--- config.mk ---
export PLATFORM = sky130hd
export DESIGN_NAME = aluTop
export DESIGN_NICKNAME = d
export VERILOG_FILES = /design/src/source/aluPkg.sv /design/src/source/aluOpIf.sv /design/src/source/addSubUnit.sv /design/src/source/aluCore.sv /design/src/source/aluTop.sv /design/src/source/logicUnit.sv /design/src/source/opQueue.sv /design/src/source/shiftUnit.sv
export SDC_FILE = /design/constraint.sdc
export NUM_CORES = 1
export LEC_CHECK = 0
export BUFFER_PORTS_ARGS = -buffer_cell sky130_fd_sc_hd__buf_2
export CAP_MARGIN = 30
export CELL_PAD_IN_SITES_DETAIL_PLACEMENT = 0
export CELL_PAD_IN_SITES_GLOBAL_PLACEMENT = 2
export CORE_ASPECT_RATIO = 0.8
export CORE_MARGIN = 1
export CORE_UTILIZATION = 43
export CTS_CLUSTER_DIAMETER = 60
export DETAILED_ROUTE_END_ITERATION = 6
export PLACE_DENSITY = 0.8
export SYNTH_ARGS = -nofsm -noshare
export SYNTH_HDL_FRONTEND = slang
export SYNTH_SLANG_ARGS = --single-unit
--- constraint.sdc ---
create_clock -name clock -period 13.68 [get_ports clock]
set_clock_uncertainty 0.15 [all_clocks]
set_input_delay 0.684 -clock clock [delete_from_list [all_inputs] [get_ports clock]]
set_output_delay 0.684 -clock clock [all_outputs]
set_load 0.05 [all_outputs]
--- src/source/aluPkg.sv ---
`default_nettype none

package aluPkg;

	// Datapath widths
	localparam int dataWidth = 32;
	localparam int shiftWidth = 5;

	// Adder is built from 4-bit slices
	localparam int nibbleWidth = 4;
	localparam int nibbleCount = dataWidth / nibbleWidth;

	// Request queue depth, equal to the upstream credit count
	localparam int reqCredits = 2;
	localparam int reqPtrWidth = $clog2(reqCredits);

	// Credits the core may spend on results after reset
	localparam int resultCredits = 4;
	localparam int resultCountWidth = $clog2(resultCredits + 1);

	// Result source, same order as the original 4:1 mux
	typedef enum logic [1:0]
	{
		fcShift = 2'd0,
		fcSetLess = 2'd1,
		fcAddSub = 2'd2,
		fcLogic = 2'd3
	} funcClassT;

	// Bitwise function select
	typedef enum logic [1:0]
	{
		lfAnd = 2'd0,
		lfOr = 2'd1,
		lfXor = 2'd2,
		lfNor = 2'd3
	} logicFuncT;

	// Shifter direction, 1 means left
	typedef enum logic
	{
		shRight = 1'b0,
		shLeft = 1'b1
	} shiftDirT;

endpackage

`default_nettype wire

--- src/source/aluOpIf.sv ---
`timescale 1ns/10ps
`default_nettype none

interface aluOpIf import aluPkg::*; ();

	// Handshake
	logic valid;
	logic ready;

	// Operation fields
	funcClassT funcClass;
	logicFuncT logicFunc;
	logic [dataWidth-1:0] a;
	logic [dataWidth-1:0] b;
	logic carryIn;
	logic constVar;
	shiftDirT shiftDirection;
	logic [shiftWidth-1:0] constAmount;

	// Queue side
	modport source (output valid, funcClass, logicFunc, a, b, carryIn, constVar,
		shiftDirection, constAmount, input ready);

	// Core side
	modport sink (input valid, funcClass, logicFunc, a, b, carryIn, constVar,
		shiftDirection, constAmount, output ready);

endinterface

`default_nettype wire

--- src/source/addSubUnit.sv ---
`timescale 1ns/10ps
`default_nettype none

module addSubUnit import aluPkg::*;
(
	input logic [dataWidth-1:0] a,
	input logic [dataWidth-1:0] b,
	input logic subtract,
	output logic [dataWidth-1:0] sum
);

	// Carry into each nibble, slice 0 takes the subtract bit
	logic [nibbleCount-1:0] carry;

	assign carry[0] = subtract;

	for (genvar i = 0; i < nibbleCount; i++)
	begin : gNibble
		// Two's complement of b when subtracting
		logic [nibbleWidth-1:0] bSlice;

		assign bSlice = b[nibbleWidth*i +: nibbleWidth] ^ {nibbleWidth{subtract}};

		if (i < nibbleCount - 1)
		begin : gRipple
			// Carry out feeds the next slice
			assign {carry[i+1], sum[nibbleWidth*i +: nibbleWidth]} =
				{1'b0, a[nibbleWidth*i +: nibbleWidth]} + {1'b0, bSlice}
				+ (nibbleWidth+1)'(carry[i]);
		end
		else
		begin : gTop
			// Top slice, carry out dropped
			assign sum[nibbleWidth*i +: nibbleWidth] =
				a[nibbleWidth*i +: nibbleWidth] + bSlice + nibbleWidth'(carry[i]);
		end
	end

endmodule

`default_nettype wire

--- src/source/aluCore.sv ---
`timescale 1ns/10ps
`default_nettype none

module aluCore import aluPkg::*;
(
	input logic clock,
	input logic reset,
	aluOpIf.sink op,
	input logic resultCredit,
	output logic [dataWidth-1:0] result,
	output logic resultValid
);

	// Execute register
	logic execValid;
	funcClassT execFuncClass;
	logicFuncT execLogicFunc;
	logic [dataWidth-1:0] execA;
	logic [dataWidth-1:0] execB;
	logic execCarryIn;
	logic execConstVar;
	shiftDirT execShiftDirection;
	logic [shiftWidth-1:0] execConstAmount;

	// Unit outputs
	logic [dataWidth-1:0] shiftWord;
	logic [dataWidth-1:0] sumWord;
	logic [dataWidth-1:0] logicWord;
	logic [dataWidth-1:0] setLessWord;
	logic [dataWidth-1:0] selResult;

	// Credit and flow control
	logic [resultCountWidth-1:0] resultCount;
	logic coreActive;
	logic loadResult;
	logic takeOp;

	// Result register always drains by pulse, so only credits stall
	assign loadResult = execValid && (resultCount != '0);
	// Held low until the first cycle out of reset
	assign op.ready = coreActive && (!execValid || loadResult);
	assign takeOp = op.valid && op.ready;

	always_ff @(posedge clock)
	begin
		if (reset)
		begin
			coreActive <= 1'b0;
			execValid <= 1'b0;
		end
		else
		begin
			coreActive <= 1'b1;
			if (takeOp)
				execValid <= 1'b1;
			else if (loadResult)
				execValid <= 1'b0;
		end
	end

	// Operation payload
	always_ff @(posedge clock)
	begin
		if (takeOp)
		begin
			execFuncClass <= op.funcClass;
			execLogicFunc <= op.logicFunc;
			execA <= op.a;
			execB <= op.b;
			execCarryIn <= op.carryIn;
			execConstVar <= op.constVar;
			execShiftDirection <= op.shiftDirection;
			execConstAmount <= op.constAmount;
		end
	end

	// Shift amount from the low bits of a
	shiftUnit shift0 (.operand(execB), .varAmount(execA[shiftWidth-1:0]),
		.constAmount(execConstAmount), .constVar(execConstVar),
		.shiftDirection(execShiftDirection), .result(shiftWord));

	// Carry-in doubles as subtract select
	addSubUnit addSub0 (.a(execA), .b(execB), .subtract(execCarryIn), .sum(sumWord));

	logicUnit logic0 (.a(execA), .b(execB), .logicFunc(execLogicFunc), .result(logicWord));

	// Sign of the difference in bit 0
	assign setLessWord = {{(dataWidth-1){1'b0}}, sumWord[dataWidth-1]};

	always_comb
	begin
		case (execFuncClass)
			fcShift: selResult = shiftWord;
			fcSetLess: selResult = setLessWord;
			fcAddSub: selResult = sumWord;
			default: selResult = logicWord;
		endcase
	end

	always_ff @(posedge clock)
	begin
		if (loadResult)
			result <= selResult;
	end

	always_ff @(posedge clock)
	begin
		if (reset)
			resultValid <= 1'b0;
		else
			resultValid <= loadResult;
	end

	// Spend on load, refund per consumer pulse
	always_ff @(posedge clock)
	begin
		if (reset)
			resultCount <= resultCountWidth'(resultCredits);
		else if (loadResult && !resultCredit)
			resultCount <= resultCount - 1'b1;
		else if (resultCredit && !loadResult)
			resultCount <= resultCount + 1'b1;
	end

endmodule

`default_nettype wire

--- src/source/aluTop.sv ---
`timescale 1ns/10ps
`default_nettype none

module aluTop import aluPkg::*;
(
	input logic clock,
	input logic reset,

	// Request side
	input logic reqValid,
	input funcClassT funcClass,
	input logicFuncT logicFunc,
	input logic [dataWidth-1:0] a,
	input logic [dataWidth-1:0] b,
	input logic carryIn,
	input logic constVar,
	input shiftDirT shiftDirection,
	input logic [shiftWidth-1:0] constAmount,
	output logic reqCredit,

	// Result side
	input logic resultCredit,
	output logic [dataWidth-1:0] result,
	output logic resultValid
);

	// Queue to core link
	aluOpIf opLink ();

	opQueue queue0
	(
		.clock(clock),
		.reset(reset),
		.reqValid(reqValid),
		.funcClass(funcClass),
		.logicFunc(logicFunc),
		.a(a),
		.b(b),
		.carryIn(carryIn),
		.constVar(constVar),
		.shiftDirection(shiftDirection),
		.constAmount(constAmount),
		.reqCredit(reqCredit),
		.op(opLink.source)
	);

	aluCore core0
	(
		.clock(clock),
		.reset(reset),
		.op(opLink.sink),
		.resultCredit(resultCredit),
		.result(result),
		.resultValid(resultValid)
	);

endmodule

`default_nettype wire

--- src/source/logicUnit.sv ---
`timescale 1ns/10ps
`default_nettype none

module logicUnit import aluPkg::*;
(
	input logic [dataWidth-1:0] a,
	input logic [dataWidth-1:0] b,
	input logicFuncT logicFunc,
	output logic [dataWidth-1:0] result
);

	// All four functions in parallel, then pick one
	logic [dataWidth-1:0] andWord;
	logic [dataWidth-1:0] orWord;
	logic [dataWidth-1:0] xorWord;

	assign andWord = a & b;
	assign orWord = a | b;
	assign xorWord = a ^ b;

	always_comb
	begin
		case (logicFunc)
			lfAnd: result = andWord;
			lfOr: result = orWord;
			lfXor: result = xorWord;
			// NOR reuses the OR term
			default: result = ~orWord;
		endcase
	end

endmodule

`default_nettype wire

--- src/source/opQueue.sv ---
`timescale 1ns/10ps
`default_nettype none

module opQueue import aluPkg::*;
(
	input logic clock,
	input logic reset,
	input logic reqValid,
	input funcClassT funcClass,
	input logicFuncT logicFunc,
	input logic [dataWidth-1:0] a,
	input logic [dataWidth-1:0] b,
	input logic carryIn,
	input logic constVar,
	input shiftDirT shiftDirection,
	input logic [shiftWidth-1:0] constAmount,
	output logic reqCredit,
	aluOpIf.source op
);

	// One stored request
	typedef struct packed
	{
		funcClassT funcClass;
		logicFuncT logicFunc;
		logic [dataWidth-1:0] a;
		logic [dataWidth-1:0] b;
		logic carryIn;
		logic constVar;
		shiftDirT shiftDirection;
		logic [shiftWidth-1:0] constAmount;
	} opEntryT;

	opEntryT entries [reqCredits];

	// Pointers carry an extra wrap bit
	logic [reqPtrWidth:0] wrPtr;
	logic [reqPtrWidth:0] rdPtr;
	logic popEntry;
	opEntryT head;

	// Upstream only sends with a credit, so no full check
	always_ff @(posedge clock)
	begin
		if (reqValid)
			entries[wrPtr[reqPtrWidth-1:0]] <= '{funcClass: funcClass, logicFunc: logicFunc,
				a: a, b: b, carryIn: carryIn, constVar: constVar,
				shiftDirection: shiftDirection, constAmount: constAmount};
	end

	always_ff @(posedge clock)
	begin
		if (reset)
		begin
			wrPtr <= '0;
			rdPtr <= '0;
			reqCredit <= 1'b0;
		end
		else
		begin
			if (reqValid)
				wrPtr <= wrPtr + 1'b1;
			if (popEntry)
				rdPtr <= rdPtr + 1'b1;
			// One credit back per entry that left
			reqCredit <= popEntry;
		end
	end

	// Head entry drives the interface
	assign head = entries[rdPtr[reqPtrWidth-1:0]];
	assign op.valid = (wrPtr != rdPtr);
	assign popEntry = op.valid && op.ready;

	assign op.funcClass = head.funcClass;
	assign op.logicFunc = head.logicFunc;
	assign op.a = head.a;
	assign op.b = head.b;
	assign op.carryIn = head.carryIn;
	assign op.constVar = head.constVar;
	assign op.shiftDirection = head.shiftDirection;
	assign op.constAmount = head.constAmount;

endmodule

`default_nettype wire

--- src/source/shiftUnit.sv ---
`timescale 1ns/10ps
`default_nettype none

module shiftUnit import aluPkg::*;
(
	input logic [dataWidth-1:0] operand,
	input logic [shiftWidth-1:0] varAmount,
	input logic [shiftWidth-1:0] constAmount,
	input logic constVar,
	input shiftDirT shiftDirection,
	output logic [dataWidth-1:0] result
);

	// Selected shift amount
	logic [shiftWidth-1:0] amount;

	// Variable amount comes from operand a
	assign amount = constVar ? varAmount : constAmount;

	always_comb
	begin
		// Logical shifts, zero fill both ways
		if (shiftDirection == shLeft)
			result = operand << amount;
		else
			result = operand >> amount;
	end

endmodule

`default_nettype wire

==> results of run 1 <==
[cell families (layout without fill, tap and decap cells)]
| kind of cell | Yosys count | after routing | share of synthesized area [%] |
|---|---|---|---|
| AOI/OAI and AO/OA | 294 | 294 | 11.5 |
| xor gates and xnor gates | 57 | 57 | 3.01 |
| adders and majority gates | 104 | 104 | 8.58 |
| buffers and inverters | 201 | 285 | 5.14 |
| DFF | 271 | 271 | 48.5 |
| muxes | 209 | 209 | 17.6 |
| and+or+nand+nor | 221 | 221 | 5.75 |
[cell type report]
class / instances / area [um^2]
Clock buffer: 40 / 808
Clock inverter: 15 / 149
Fill cell: 3378 / 19100
Inverter: 95 / 357
Multi-Input combinational cell: 885 / 7730
Sequential cell: 271 / 8030
Tap cell: 487 / 609
Timing Repair Buffer: 135 / 734
[cell usage in the layout, fill, tap and decap left out, drive strengths merged, types with 8 or more instances in the layout]
cell,Yosys,final
nor3,11,11
edfxtp,260,260
buf,28,134
o22ai,10,10
inv,95,100
nand3,17,17
o21ai,87,87
a21oi,60,60
clkbuf,78,40
o211ai,40,40
xor2,49,49
nor2b,13,13
xnor2,8,8
a31oi,8,8
fa,16,16
a21o,25,25
nor2,51,51
dfxtp,11,11
clkinv,0,9
nand2,108,108
mux4,54,54
mux2i,71,71
ha,88,88
mux2,84,84
[power by group]
| part | total, W | internal (W) | switching, W |
|---|---|---|---|
| clock network | 0.000776 | 0.000426 | 0.000350 |
| logic | 0.00132 | 0.000499 | 0.000817 |
| registers | 0.00114 | 0.00104 | 0.000105 |
[cells in the mapped netlist (4+ instances only)]
library cell  number  area share (%)
nand3_1           17            0.51
a211oi_1           5            0.23
dfxtp_1           11             1.3
a22oi_1            4            0.18
o21ai_0           83             2.5
and2_1             5            0.19
mux2i_1           68             4.1
o22ai_1           10            0.38
a21oi_1           59             1.8
a31oi_1            8            0.30
o31ai_1            6            0.27
mux4_1             4            0.63
ha_1              88             6.6
edfxtp_1         260              47
inv_1             95             2.2
buf_6             10            0.68
a21o_1            25             1.1
buf_2              8            0.24
mux2_2            82             5.6
xor2_1            49             2.6
nand2_1          108             2.4
clkbuf_1          78             1.8
buf_1              7            0.16
a221oi_1           5            0.26
nor3_1            11            0.33
o211ai_1          40             1.8
mux4_2            50             6.8
xnor2_1            8            0.42
nor2b_1           13            0.49
fa_1              16             1.9
nor2_1            51             1.2
o311ai_0           4            0.21
[through the flow]
step,utilization [%],cell area [um^2],hold slack (ns),instances,worst slack [ns]
final,49.1,18400,0.127,1928,2.48
after global routing,49.1,18400,0.111,1928,2.12
after CTS,49.1,18400,0.0969,1928,2.46
after detailed placement,46.5,17500,0.357,1873,2.49
after global placement,46.5,17500,0.338,1872,2.57
after floorplan,-,16600,0.295,1357,2.96
[state kept, by name, summed over array words and instances (netlist names)]
register	count
core0.execConstAmount	5
core0.execB	32
core0.result	32
queue0.rdPtr	2
core0.resultValid	1
core0.resultCount	3
core0.coreActive	1
core0.execA	32
core0.execShiftDirection	1
core0.execFuncClass	2
core0.execLogicFunc	2
queue0.entries	152
core0.execValid	1
core0.execConstVar	1
queue0.wrPtr	2
queue0.reqCredit	1
core0.execCarryIn	1
[final timing paths]
| path | cells past startpoint | endpoint | slack [ns] |
|---|---|---|---|
| worst max-delay path | 35 | core0.result[0] | 2.48 |
| worst min-delay path | 1 | queue0.entries[1][62] | 0.13 |
| worst max register to register | 35 | core0.result[0] | 2.48 |
| worst min register to register | 2 | core0.resultCount[2] | 0.36 |
[routing by layer]
metal	GRT usage [%]	vias to the layer above	share of wire [%]
met3	4.65	90	8.2
met2	36.5	489	42
met1	35.9	5537	46
li1	-	5175	-
met4	8.22	4	3.5
met5	0	-	0.057
==> metrics, run 1 <==
Synth Register Bits 271; DRT antenna net count 0; diode count 0; syn_area_per_cell 12.2 um^2; Worst EP arrival 11.39 ns; Worst Path Class, Setup reg2reg; Placer Congestion ~1; Area growth, synth to finish 11.2%; residual DRC count 0; Slew HR 37.6%; CP peak stage delay 0.51 ns; Gate Count Post-Synth 1357; hold violation count in the final report 0; Final Setup Violations 0; peak fanout along the critical path 7; status complete, no violations; Post-Synthesis Cell Area about 17000 um^2; Worst EP required 13.87 ns; routed len/inst 24.8 um; Root Driver clkbuf_16; Vias approximately 11000; Final period util around four fifths; Max Freq 89.3 MHz; initial antenna violation count 2; hpwl dp between 30 and 40 mm; worst r2r src core0.execA[0]; IO Count 114; die area 39300 um^2; initial detailed-routing violation count 837; pwr dens 176 nW/um^2; hold_buf cts 0; PnR Total Power 0.00324 W; clock slew at reported path FFs 0.06 ns; worst setup path start core0.execA[0]; Site Rows 63; Slew @ Worst Pin 0.936 ns; Netlist cell types just over 70; final WL approximately 48 mm; Post-CTS Setup Bufs 0; worst skew pair latency 0.59 ns; Period minus WS final 11.20 ns; CTS buffer count 30; leak pwr 7.16 nW; startpoint types flip-flop; TritonCTS clock tree yes; port buffer count 113; drt pass-1 iters 6; slowest cell on the critical path edfxtp_1; post-synthesis sequential area ratio 48.5%; Worst path top cell family by delay adder cells; GRT Residual Overflow 0; GRT Resource Usage Total 24.5%; syn_nets roughly 1500; Yosys warning count 0; max-cap viol count 0; Sink Count 271; ys flop type edfxtp_1; number of global-route vias before repair 10845; # resized after CTS 0; Max Root-Sink Buffers 3; share of layout cells above drive strength 1 between 20 and 25%; die span in y 178 um; Vias/cell 5.86; H-Tree Depth 1; Peak supply drop 0.000103 V; largest net degree at the start of global routing between 90 and 100; asr flop ratio synth 0%; Buf/Inv on CP 0; min-delay src a[22]; Core ar. 37500 um^2; Worst path most repeated cell a21o_1; RSZ-0062 raised after global routing false; EDFF count, synth 260; worst hold path class in2reg; die width 221 um; Post-Route Setup TNS 0 ns; initial core utilization 44.2%; first-pass GRT wire length 71.6 mm; endpoint class of the critical path flip-flop; final net count 1602; Slew Limit Fails 0
Power figures use the tool's default switching activity.
==> run 2, diff against run 1 <==
--- a/config.mk
+++ b/config.mk
@@ -5,16 +5,17 @@
 export SDC_FILE = /design/constraint.sdc
 export NUM_CORES = 1
 export LEC_CHECK = 0
+export ABC_AREA = 1
 export BUFFER_PORTS_ARGS = -buffer_cell sky130_fd_sc_hd__buf_2
 export CAP_MARGIN = 30
 export CELL_PAD_IN_SITES_DETAIL_PLACEMENT = 0
 export CELL_PAD_IN_SITES_GLOBAL_PLACEMENT = 2
 export CORE_ASPECT_RATIO = 0.8
 export CORE_MARGIN = 1
-export CORE_UTILIZATION = 43
+export CORE_UTILIZATION = 35
 export CTS_CLUSTER_DIAMETER = 60
 export DETAILED_ROUTE_END_ITERATION = 6
-export PLACE_DENSITY = 0.8
+export PLACE_DENSITY = 0.76
 export SYNTH_ARGS = -nofsm -noshare
 export SYNTH_HDL_FRONTEND = slang
 export SYNTH_SLANG_ARGS = --single-unit
==> constraint.sdc (replaced) <==
create_clock -name clock -period 9.3 [get_ports clock]
set_clock_uncertainty 0.15 [all_clocks]
set_input_delay 0.465 -clock clock [delete_from_list [all_inputs] [get_ports clock]]
set_output_delay 0.465 -clock clock [all_outputs]
set_load 0.05 [all_outputs]
==> metrics, run 2 <==
status complete, no violations; largest family of logic cells by synthesized area simple AND/OR/NAND/NOR gates; CTS buffer count 34; Slew @ Worst Pin 1.04 ns; Design Area, Final just under 20000 um^2; routed len/inst 20.1 um; GRT Resource Usage Total 22.3%; die span in y ~190 um; TritonCTS clock tree yes; Max Freq 108 MHz; DRT antenna net count 0; top-area cell type share of the netlist area 48.7%; Root Driver clkbuf_16; worst skew pair latency 0.53 ns; most common cell after layout, fill and taps aside nand2_1; Worst Path Class, Setup reg2reg; first-pass GRT wire length 78.9 mm; area of placed instances 17300 um^2; worst hold path class in2reg; syn_area_per_cell just under 9 um^2; CP peak stage delay 0.49 ns; Final period util 99.2%; mux share of post-synthesis cell area 0%; Post-Synth XOR/XNOR Area approximately 2%; Gate Count Post-Synth about 1800; Worst path top cell family by delay adder cells; largest net degree at the start of global routing 80; RSZ-0062 raised after global routing true; slowest cell on the critical path edfxtp_1; most frequent cells in the layout 599 x nand2_1, 350 x nand3_1, 260 x edfxtp_1; IO Count around 110; hpwl dp around 37 mm; Final Setup Violations 0; Synth Area in Compound Gates 6.63%; Worst path most repeated cell fa_2; residual DRC count 0; initial antenna violation count 0; ranking of synthesized cells by area edfxtp_1 49%, nand2_1 14%, nand3_1 11%; most instantiated library cell after synthesis nand2_1; clock slew at reported path FFs 0.06 ns; pwr dens 208 nW/um^2; Sink Count 271; PnR worst setup slack approximately 0.076 ns; simple-gate share of the synthesized area 27.2%; endpoint class of the critical path flip-flop; final WL 52.3 mm; Period minus WS final 9.22 ns; Worst EP required 9.42 ns; die area between 40000 and 50000 um^2; Hold Slack 0.0386 ns; Slew Limit Fails 0; initial detailed-routing violation count 1247; peak fanout along the critical path 5; post-synthesis sequential area ratio about half; PnR Total Power between 0.004 and 0.005 W; startpoint types flip-flop; asr flop ratio synth 0%; max-cap viol count 0; hold violation count in the final report 0; cell taking the most area after synthesis edfxtp_1; Netlist cell types 40; number of global-route vias before repair 12943; placed cell count 2458; share of layout cells above drive strength 1 14.0%; Worst EP arrival 9.34 ns; Core ar. 44800 um^2; H-Tree Depth 2; Area growth, synth to finish 20.9%; Yosys warning count 0; Synth Register Bits 271; port buffer count 113; die width 241 um; syn_nets about 2000; post-placement worst setup slack -0.706 ns; Largest register FFs roughly 150; Max Root-Sink Buffers 3; Final Non-Filler Cells 2604; initial core utilization roughly 36%; Peak supply drop 0.000162 V; ys flop type edfxtp_1; leak pwr 8.25 nW; Post-Synthesis Cell Area between 15000 and 20000 um^2; GRT Residual Overflow 0; Vias 13648; Vias/cell 5.24; Buf/Inv on CP 3; final net count roughly 2200; commonest cells in the netlist 604 x nand2_1, 351 x nand3_1, 260 x edfxtp_1, 99 x inv_1, 88 x ha_1; EDFF count, synth 260; Slew HR 30.7%; Placer Congestion 0.939; diode count 0; drt pass-1 iters 5; Post-Synth Adder-Cell Area 8.86%; Site Rows 69
-- run 2: cell types whose count changed after synthesis, moves of 13 or more --
| cell | before | now |
|---|---|---|
| nor2b_1 | 13 | 0 |
| o211ai_1 | 40 | 6 |
| mux2_2 | 82 | 0 |
| o2111ai_1 | 1 | 25 |
| nand3_1 | 17 | 351 |
| buf_2 | 8 | 31 |
| a21o_1 | 25 | 7 |
| mux2i_1 | 68 | 0 |
| o21ai_0 | 83 | 30 |
| mux4_2 | 50 | 0 |
| xor2_1 | 49 | 32 |
| nand2_1 | 108 | 604 |
| nor2_1 | 51 | 25 |
| clkbuf_1 | 78 | 43 |
-- run 2: where the power goes --
part	internal (W)	total [W]	switching, W
registers	0.00146	0.00152	0.0000608
clock network	0.000791	0.00133	0.000534
logic	0.000391	0.00119	0.000796
-- run 2: cell families (layout without fill, tap and decap cells) --
group           Yosys count  after routing
compound gates          168            168
xor+xnor                 37             37
fa+ha+maj               104            104
buf+inv                 199            404
flops                   271            271
simple gates           1017           1017
-- run 2: path summary, 6_finish.rpt --
| kind | start | to | slack (ns) | cells after the start |
|---|---|---|---|---|
| setup / recovery | core0.execCarryIn | core0.result[0] | 0.08 | 39 |
| hold / removal | reset | core0.execValid | 0.04 | 2 |
| setup reg to reg | core0.execCarryIn | core0.result[0] | 0.08 | 39 |
| hold reg to reg | core0.resultCount[2] | core0.resultCount[2] | 0.33 | 1 |
-- run 2: metal layers --
metal,up-vias,GRT usage [%],share of wire [%]
met5,-,0,0
li1,6572,-,-
met3,64,3.81,6.7
met1,6573,33.9,48
met2,439,33.1,43
met4,0,4.66,1.8
-- run 2: worst register-to-register path: cells and delay by family (launching register included) --
kind                     cells  cell delay [ns]
XOR/XNOR                     2             0.34
AND/OR/NAND/NOR              7             0.78
buffers and inverters        3             0.19
AO/OA/AOI/OAI               13             1.52
flip-flops                   1             0.49
adder cells (fa/ha/maj)     14             5.48
-- run 2: what timing repair did --
item	in CTS	in global routing
buffers inserted	1	6
endpoints found under the hold margin	152	0
pin swaps	8	36
resized for setup	15	28
endpoints found under the setup margin	5	5
hold buffers	76	0
-- run 2: layout make-up --
| cell class | instances | area [um^2] |
|---|---|---|
| Timing Repair Buffer | 235 | 1720 |
| Sequential cell | 271 | 8030 |
| Fill cell | 4371 | 25400 |
| Multi-Input combinational cell | 1326 | 7340 |
| Inverter | 107 | 407 |
| Tap cell | 603 | 754 |
| Clock inverter | 21 | 241 |
| Clock buffer | 41 | 898 |
-- run 2: per-stage QoR --
| stage | TNS (ns) | utilization [%] |
|---|---|---|
| CTS | 0 | 42.9 |
| detailed placement | -2.65 | 38.6 |
| global route | -0.665 | 43.3 |
| floorplan | 0 | - |
| finish | 0 | 43.3 |
| global placement | -2.02 | 38.5 |
